### src/include/loadUnit_consts.svh
`ifndef LOAD_UNIT_CONSTS_SVH
`define LOAD_UNIT_CONSTS_SVH

// Number of load result buffer entries
`define LRB_SIZE 8

// Line forwarding beat width in bits
`define AXI_WIDTH 64

// Age is compared by signed difference
`define SQN_WIDTH 7
`define TAG_WIDTH 7

`endif

### src/hdl/loadPkg.sv
`include "loadUnit_consts.svh"

package loadPkg;

    // Raw load word, picked apart by byte or by halfword
    typedef union packed {
        logic [3:0][7:0]  bytes;
        logic [1:0][15:0] halves;
    } LoadWord;

    typedef struct packed {
        logic                   valid;
        logic [31:0]            addr;
        // 0 byte, 1 half, 2 word
        logic [1:0]             size;
        logic                   sext;
        logic                   dataAvail;
        LoadWord                data;
        // Bytes already supplied by store forwarding
        logic [3:0]             fwdMask;
        logic                   external;
        logic [`TAG_WIDTH-1:0]  tagDst;
        logic [`SQN_WIDTH-1:0]  sqN;
        logic                   doNotCommit;
    } LoadResUOp;

    // Line beat from the memory controller
    typedef struct packed {
        logic                   valid;
        logic [31:0]            addr;
        logic [`AXI_WIDTH-1:0]  data;
    } LineFwd;

    typedef struct packed {
        logic                   taken;
        logic [`SQN_WIDTH-1:0]  sqN;
    } BranchProv;

endpackage

### src/hdl/loadSelIf.sv
`timescale 1ns/1ps
`include "loadUnit_consts.svh"

interface loadSelIf;
    import loadPkg::*;

    logic                   valid;
    LoadWord                data;
    logic [1:0]             addrLow;
    logic [1:0]             size;
    logic                   sext;
    logic [`TAG_WIDTH-1:0]  tagDst;
    logic [`SQN_WIDTH-1:0]  sqN;
    logic                   doNotCommit;

    // Buffer side
    modport source (output valid, data, addrLow, size, sext, tagDst, sqN, doNotCommit);

    // Aligner side
    modport sink (input valid, data, addrLow, size, sext, tagDst, sqN, doNotCommit);

endinterface

### src/hdl/priorityEncoder.sv
`timescale 1ns/1ps

module priorityEncoder #(
    parameter int width = 8
) (
    input  logic [width-1:0]         request,
    output logic [$clog2(width)-1:0] idx,
    output logic                     found
);

    // Scan downwards so the lowest set bit is written last
    always_comb begin
        idx = '0;
        found = 1'b0;
        for (int i = width - 1; i >= 0; i--) begin
            if (request[i]) begin
                idx = ($clog2(width))'(i);
                found = 1'b1;
            end
        end
    end

endmodule

### src/hdl/lineSnoop.sv
`timescale 1ns/1ps
`include "loadUnit_consts.svh"

module lineSnoop (
    input  loadPkg::LoadResUOp entry,
    input  loadPkg::LineFwd    fwd,
    output logic               hit,
    output loadPkg::LoadWord   mergedData
);

    // Byte offset bits inside one beat
    localparam int offBits = $clog2(`AXI_WIDTH / 8);

    logic lineMatch;

    assign lineMatch = entry.addr[31:offBits] == fwd.addr[31:offBits];

    // Only a waiting entry can be completed by a beat
    assign hit = entry.valid && !entry.dataAvail && fwd.valid && lineMatch;

    always_comb begin
        logic [offBits-1:0] beatIdx;

        mergedData = entry.data;
        for (int j = 0; j < 4; j++) begin
            beatIdx = {entry.addr[offBits-1:2], 2'(j)};
            // Store-forwarded bytes win over the line
            if (!entry.fwdMask[j]) begin
                mergedData.bytes[j] = fwd.data[beatIdx * 8 +: 8];
            end
        end
    end

endmodule

### src/hdl/loadResultBuffer.sv
`timescale 1ns/1ps
`include "loadUnit_consts.svh"

module loadResultBuffer (
    input  logic                clk,
    input  logic                rst,
    input  loadPkg::BranchProv  branch,
    input  loadPkg::LineFwd     fwd,
    input  loadPkg::LoadResUOp  inUop,
    output logic                ready,
    input  logic                resReady,
    loadSelIf.source            sel
);
    import loadPkg::*;

    localparam int idxBits = $clog2(`LRB_SIZE);

    LoadResUOp            entries [`LRB_SIZE];
    LoadWord              snoopData [`LRB_SIZE];
    logic [`LRB_SIZE-1:0] snoopHit;
    logic [`LRB_SIZE-1:0] entryFree;
    logic [`LRB_SIZE-1:0] entryReady;

    logic [idxBits-1:0]   freeIdx;
    logic [idxBits-1:0]   readyIdx;
    logic                 freeFound;
    logic                 readyFound;

    LoadResUOp            outUop;
    logic                 inSquashed;
    logic                 deq;
    logic                 bypass;
    logic                 enqValid;

    // Younger non-external loads die on a taken branch
    function automatic logic isSquashed(LoadResUOp u, BranchProv b);
        return b.taken && !u.external && $signed(u.sqN - b.sqN) > 0;
    endfunction

    always_comb begin
        for (int i = 0; i < `LRB_SIZE; i++) begin
            entryFree[i] = !entries[i].valid;
            entryReady[i] = entries[i].valid && entries[i].dataAvail &&
                            !isSquashed(entries[i], branch);
        end
    end

    priorityEncoder #(.width(`LRB_SIZE)) freeEnc (
        .request (entryFree),
        .idx     (freeIdx),
        .found   (freeFound)
    );

    priorityEncoder #(.width(`LRB_SIZE)) readyEnc (
        .request (entryReady),
        .idx     (readyIdx),
        .found   (readyFound)
    );

    for (genvar i = 0; i < `LRB_SIZE; i++) begin : snoopGen
        lineSnoop snoop (
            .entry      (entries[i]),
            .fwd        (fwd),
            .hit        (snoopHit[i]),
            .mergedData (snoopData[i])
        );
    end

    assign ready = freeFound;

    // Stored loads go first, an incoming one only bypasses when none is ready
    always_comb begin
        inSquashed = isSquashed(inUop, branch);
        deq = resReady && readyFound;
        bypass = resReady && !readyFound && inUop.valid && inUop.dataAvail && !inSquashed;
        enqValid = inUop.valid && !bypass && !inSquashed && freeFound;
        outUop = deq ? entries[readyIdx] : inUop;
    end

    assign sel.valid = deq || bypass;
    assign sel.data = outUop.data;
    assign sel.addrLow = outUop.addr[1:0];
    assign sel.size = outUop.size;
    assign sel.sext = outUop.sext;
    assign sel.tagDst = outUop.tagDst;
    assign sel.sqN = outUop.sqN;
    assign sel.doNotCommit = outUop.doNotCommit;

    always_ff @(posedge clk or posedge rst) begin
        if (rst) begin
            for (int i = 0; i < `LRB_SIZE; i++) begin
                entries[i].valid <= 1'b0;
            end
        end else begin
            for (int i = 0; i < `LRB_SIZE; i++) begin
                if (snoopHit[i]) begin
                    entries[i].data <= snoopData[i];
                    entries[i].dataAvail <= 1'b1;
                end
            end

            if (deq) begin
                entries[readyIdx].valid <= 1'b0;
            end

            // Free index is never the dequeued or a snooped entry
            if (enqValid) begin
                entries[freeIdx] <= inUop;
            end

            // Only live entries, a freed slot may be taking a new load
            for (int i = 0; i < `LRB_SIZE; i++) begin
                if (entries[i].valid && isSquashed(entries[i], branch)) begin
                    entries[i].valid <= 1'b0;
                end
            end
        end
    end

endmodule

### src/hdl/loadAligner.sv
`timescale 1ns/1ps
`include "loadUnit_consts.svh"

module loadAligner (
    input  logic                  clk,
    input  logic                  rst,
    loadSelIf.sink                sel,
    output logic                  resValid,
    output logic [31:0]           resResult,
    output logic [`TAG_WIDTH-1:0] resTagDst,
    output logic                  resDoNotCommit,
    output logic                  flagsValid,
    output logic [`TAG_WIDTH-1:0] flagsTagDst,
    output logic [`SQN_WIDTH-1:0] flagsSqN,
    output logic                  flagsDoNotCommit
);

    logic [31:0] resultNext;

    // Flags leave in the select cycle
    assign flagsValid = sel.valid;
    assign flagsTagDst = sel.tagDst;
    assign flagsSqN = sel.sqN;
    assign flagsDoNotCommit = sel.doNotCommit;

    always_comb begin
        logic [7:0]  pickByte;
        logic [15:0] pickHalf;

        pickByte = sel.data.bytes[sel.addrLow];
        pickHalf = sel.data.halves[sel.addrLow[1]];
        case (sel.size)
            2'd0: resultNext = {{24{sel.sext & pickByte[7]}}, pickByte};
            2'd1: resultNext = {{16{sel.sext & pickHalf[15]}}, pickHalf};
            2'd2: resultNext = sel.data;
            // Size 3 never issues
            default: resultNext = '0;
        endcase
    end

    always_ff @(posedge clk or posedge rst) begin
        if (rst) begin
            resValid <= 1'b0;
        end else begin
            resValid <= sel.valid;
        end
    end

    always_ff @(posedge clk) begin
        if (sel.valid) begin
            resResult <= resultNext;
            resTagDst <= sel.tagDst;
            resDoNotCommit <= sel.doNotCommit;
        end
    end

endmodule

### src/hdl/loadResultUnit.sv
`timescale 1ns/1ps
`include "loadUnit_consts.svh"

module loadResultUnit (
    input  logic                  clk,
    input  logic                  rst,
    input  logic                  branchTaken,
    input  logic [`SQN_WIDTH-1:0] branchSqN,
    input  logic                  fwdValid,
    input  logic [31:0]           fwdAddr,
    input  logic [`AXI_WIDTH-1:0] fwdData,
    input  logic                  inValid,
    input  logic [31:0]           inAddr,
    input  logic [1:0]            inSize,
    input  logic                  inSext,
    input  logic                  inDataAvail,
    input  logic [31:0]           inData,
    input  logic [3:0]            inFwdMask,
    input  logic                  inExternal,
    input  logic [`TAG_WIDTH-1:0] inTagDst,
    input  logic [`SQN_WIDTH-1:0] inSqN,
    input  logic                  inDoNotCommit,
    output logic                  ready,
    input  logic                  resReady,
    output logic                  resValid,
    output logic [31:0]           resResult,
    output logic [`TAG_WIDTH-1:0] resTagDst,
    output logic                  resDoNotCommit,
    output logic                  flagsValid,
    output logic [`TAG_WIDTH-1:0] flagsTagDst,
    output logic [`SQN_WIDTH-1:0] flagsSqN,
    output logic                  flagsDoNotCommit
);
    import loadPkg::*;

    BranchProv branch;
    LineFwd    fwd;
    LoadResUOp inUop;

    assign branch = '{taken: branchTaken, sqN: branchSqN};
    assign fwd = '{valid: fwdValid, addr: fwdAddr, data: fwdData};
    assign inUop = '{valid: inValid, addr: inAddr, size: inSize, sext: inSext,
                     dataAvail: inDataAvail, data: inData, fwdMask: inFwdMask,
                     external: inExternal, tagDst: inTagDst, sqN: inSqN,
                     doNotCommit: inDoNotCommit};

    loadSelIf selBus ();

    loadResultBuffer buffer (
        .clk      (clk),
        .rst      (rst),
        .branch   (branch),
        .fwd      (fwd),
        .inUop    (inUop),
        .ready    (ready),
        .resReady (resReady),
        .sel      (selBus.source)
    );

    loadAligner aligner (
        .clk              (clk),
        .rst              (rst),
        .sel              (selBus.sink),
        .resValid         (resValid),
        .resResult        (resResult),
        .resTagDst        (resTagDst),
        .resDoNotCommit   (resDoNotCommit),
        .flagsValid       (flagsValid),
        .flagsTagDst      (flagsTagDst),
        .flagsSqN         (flagsSqN),
        .flagsDoNotCommit (flagsDoNotCommit)
    );

endmodule

### config.mk
export PLATFORM = sky130hd
export DESIGN_NAME = loadResultUnit
export DESIGN_NICKNAME = d
export VERILOG_FILES = /design/src/hdl/loadPkg.sv /design/src/hdl/loadSelIf.sv /design/src/hdl/priorityEncoder.sv /design/src/hdl/lineSnoop.sv /design/src/hdl/loadResultBuffer.sv /design/src/hdl/loadAligner.sv /design/src/hdl/loadResultUnit.sv
export VERILOG_INCLUDE_DIRS = /design/src /design/src/include
export SDC_FILE = /design/constraint.sdc
export NUM_CORES = 2
export LEC_CHECK = 0
export BUFFER_PORTS_ARGS = -buffer_cell sky130_fd_sc_hd__buf_2
export CAP_MARGIN = 20
export CORE_UTILIZATION = 40
export CTS_BUF_LIST = sky130_fd_sc_hd__clkbuf_2 sky130_fd_sc_hd__clkbuf_4 sky130_fd_sc_hd__clkbuf_8
export DETAILED_ROUTE_END_ITERATION = 7
export HOLD_SLACK_MARGIN = 0.12
export SLEW_MARGIN = 20
export SYNTH_ARGS = -nofsm -noshare
export SYNTH_HDL_FRONTEND = slang
export SYNTH_SLANG_ARGS = --single-unit
export TNS_END_PERCENT = 20
### constraint.sdc
create_clock -name clk -period 21.8 [get_ports clk]
set_input_delay 5.45 -clock clk [delete_from_list [all_inputs] [get_ports clk]]
set_output_delay 5.45 -clock clk [all_outputs]
set_load 0.01 [all_outputs]
==> impl_metrics.tcl <==
set metrics [dict create \
    yosys.area_share.xor_xnor 0.0523 \
    placed_area_mm2 0.0466 \
    hold_violations 0 \
    fp.dieH_um 334 \
    synth.area.top_cells "edfxtp_1, mux2_2, mux2i_1" \
    area_delta_synth_final_pct 12.0 \
    synth-async-reset-ratio 0.0120 \
    die_x_um 334 \
    worstPathRequired_ns 16.35 \
    postCtsSetupBuffers 0 \
    crit_path_max_incr_delay_ns 0.73 \
    hold_path.class "flop to flop" \
    dp.final_hpwl_mm 92.5 \
    vias 33500 \
    powerDensity_mw_per_mm2 95.6 \
    drt-total-wl_mm 154 \
    cp-start-kind "input pin" \
    p_leak_nw 17.6 \
    drive_gt1_frac 0.211 \
    finalSetupViolations 0 \
    cp_num_buf_inv 4 \
    num_io_pins 255 \
    wl_per_cell_um 27.4 \
    cts.sinks 753 \
    first_pass_iters 6 \
    cts_inserted_buffers 138 \
    fillCellCount 9983 \
    fin_crit_sh 0.764 \
    hold_buffers 0 \
    end_kind "output port" \
    final_area_mm2 0.0493 \
    crit_family "compound AO/OA/AOI/OAI gates" \
    start_util 0.404 \
    synthAdderAreaFrac 0.0195 \
    synth_largest_area_cell "edfxtp_1" \
    dieArea_mm2 0.111 \
    vias_per_cell 5.95 \
    syn_area_per_cell_um2 11.1 \
    peakVddDrop_uv 67.0 \
    crit_slowest_cell "nor2_4" \
    clk_pin_slew_ns 0.06 \
    syn-num-nets 4208 \
    path_cells "buf_2 > inv_1 > fa_1 > a211oi_1 > o21bai_1 > a21oi_1 > xnor2_1 > o311ai_1 > nand3_1 > nor2_4 > buf_4 > a222oi_1 > nand3_1 > o21ai_0 > o21ai_0 > buf_2" \
    ant_nets 0 \
    synth-seq-area-share 0.513 \
    htreeDepth 4 \
    period_needed_ns 16.65 \
    antenna_found_initial 25 \
    clock_power_share 0.289 \
    layout.cells.non_filler 5628 \
    skew_ns 0.0487 \
    grt_pass1_vias 32700 \
    worstMarginPinSlew_ns 1.13 \
    grt_pass1_wl_mm 223 \
    synthCells 3948 \
    ys_ff_latch 753 \
    p_int_mw 2.98 \
    dp.cells 5382 \
    ys_warn_count 0 \
    outcome "finished, final reports clean" \
    power_switching_mw 1.73 \
    seq_area_mm2 0.0226 \
    synth_compound_area_frac 0.103 \
    nets 4369 \
    p_comb_frac 0.310 \
    crit_fanout 37 \
    tns_ns 0 \
    grt_max_degree 108 \
    rows 121 \
    syn_area_mm2 0.0440 \
    maxSlewViolCount 0 \
    p_seq_frac 0.402 \
    synthFlopType "edfxtp_1" \
    fmax_ghz 0.0601 \
    ys_types 93 \
    synth-edff-count 744 \
    path_class "input pin to output port" \
    slew_headroom 0.245 \
    switching_share 0.366 \
    track_usage 0.272 \
    globalplace.congestion 0.908 \
    clk_latency_ns 0.85 \
    yosysTopAreaCellShare 0.508 \
    coreArea_mm2 0.109 \
    port_buffers 251 \
    synthMuxAreaShare 0.134 \
    grt-ovfl-total 0 \
    grt_setup_unrepaired "no" \
    drc 0 \
    post_cts_resized 0 \
    dr.first_iter.drc_count 3646 \
    multi_input_area_mm2 0.0202 \
    crit_arrival_ns 11.20 \
    cts_tree "yes" \
    synth-simple-area-share 0.146 \
    clock-root-buffer "clkbuf_8" \
    cts_buffer_depth 3 \
    synth_top_family_by_area "simple AND/OR/NAND/NOR gates" \
    maxCapViolCount 0 \
]
-- through the flow --
step,setup slack [ns],power [mW],util,hold slack (ns)
after global placement,5.23,3.33,0.428,0.571
after detailed placement,5.20,3.35,0.428,0.571
after CTS,5.17,4.70,0.452,0.580
final,5.15,4.71,0.453,0.587
after floorplan,6.17,2.79,-,0.496
after global routing,4.90,4.89,0.452,0.620
-- power groups by stage --
| stage | sequential (mW) | clock (mW) | combinational (mW) |
|---|---|---|---|
| floorplan | 1.92 | 0 | 0.870 |
| global placement | 1.91 | 0 | 1.41 |
| detailed placement | 1.92 | 0 | 1.43 |
| CTS | 1.89 | 1.38 | 1.43 |
| global route | 1.91 | 1.43 | 1.55 |
| finish | 1.89 | 1.36 | 1.46 |
-- flip-flops by register name (all words and copies together) (netlist names) --
| signal | flops |
|---|---|
| aligner.resDoNotCommit | 1 |
| aligner.resResult | 32 |
| buffer.entries | 712 |
| aligner.resValid | 1 |
| aligner.resTagDst | 7 |
-- cells in the final DEF (no fill, tap or decap), types with 61 or more instances in the layout --
| cell | instances |
|---|---|
| edfxtp_1 | 744 |
| nand2_1 | 442 |
| o21ai_0 | 359 |
| and3_1 | 331 |
| mux2i_1 | 289 |
| mux2_2 | 262 |
| buf_2 | 251 |
| xnor2_1 | 203 |
| clkbuf_8 | 145 |
| and2_1 | 115 |
| nor2_1 | 97 |
| buf_4 | 80 |
| a21oi_1 | 61 |
-- final timing paths --
kind | startpoint | to | slack, ns | depth (start not counted)
worst max register to register | buffer.entries[179] | buffer.entries[225] | 14.71 | 17
worst min register to register | buffer.entries[177] | buffer.entries[177] | 0.59 | 1
max in group asynchronous | rst | buffer.entries[444] | 16.34 | 2
worst max-delay path | branchSqN[1] | flagsTagDst[5] | 5.15 | 16
min in group asynchronous | rst | buffer.entries[622] | 4.86 | 2
worst min-delay path | buffer.entries[177] | buffer.entries[177] | 0.59 | 1
-- metal layers --
layer / global-route usage / wire, um / vias to the layer above
met5: 0 / 149 / -
met4: 0.104 / 5550 / 24
met3: 0.0577 / 13400 / 321
met2: 0.436 / 71400 / 1515
met1: 0.359 / 63400 / 16500
li1: - / - / 15100
-- area by class of cell --
class / instances / area share
Inverter: 49 / 0.00389
Clock inverter: 40 / 0.00521
Timing Repair Buffer: 332 / 0.0383
Multi-Input combinational cell: 2835 / 0.410
Antenna cell: 6 / 0.000305
Tap cell: 1414 / 0.0359
Clock buffer: 199 / 0.0487
Sequential cell: 753 / 0.458
-- Yosys cell counts (34+ instances only) --
cell,number
a21oi_1,62
and2_1,124
and3_1,337
buf_2,37
clkbuf_1,258
edfxtp_1,744
ha_1,54
inv_1,49
mux2_2,262
mux2i_1,289
nand2_1,442
nand2b_1,34
nand3_1,43
nand4_1,58
nor2_1,104
o21ai_0,360
o22ai_1,36
xnor2_1,203
xor2_1,56
-- kinds of logic (layout without fill, tap and decap cells) --
group                      after synthesis  count (layout)
other                                    0               6
muxes                                  554             554
and+or+nand+nor                       1248            1248
DFF                                    753             753
buffers and inverters                  360             620
xor gates and xnor gates               261             261
AOI/OAI and AO/OA                      709             709
adders and majority gates               63              63
(Power assumes the default switching activity.)
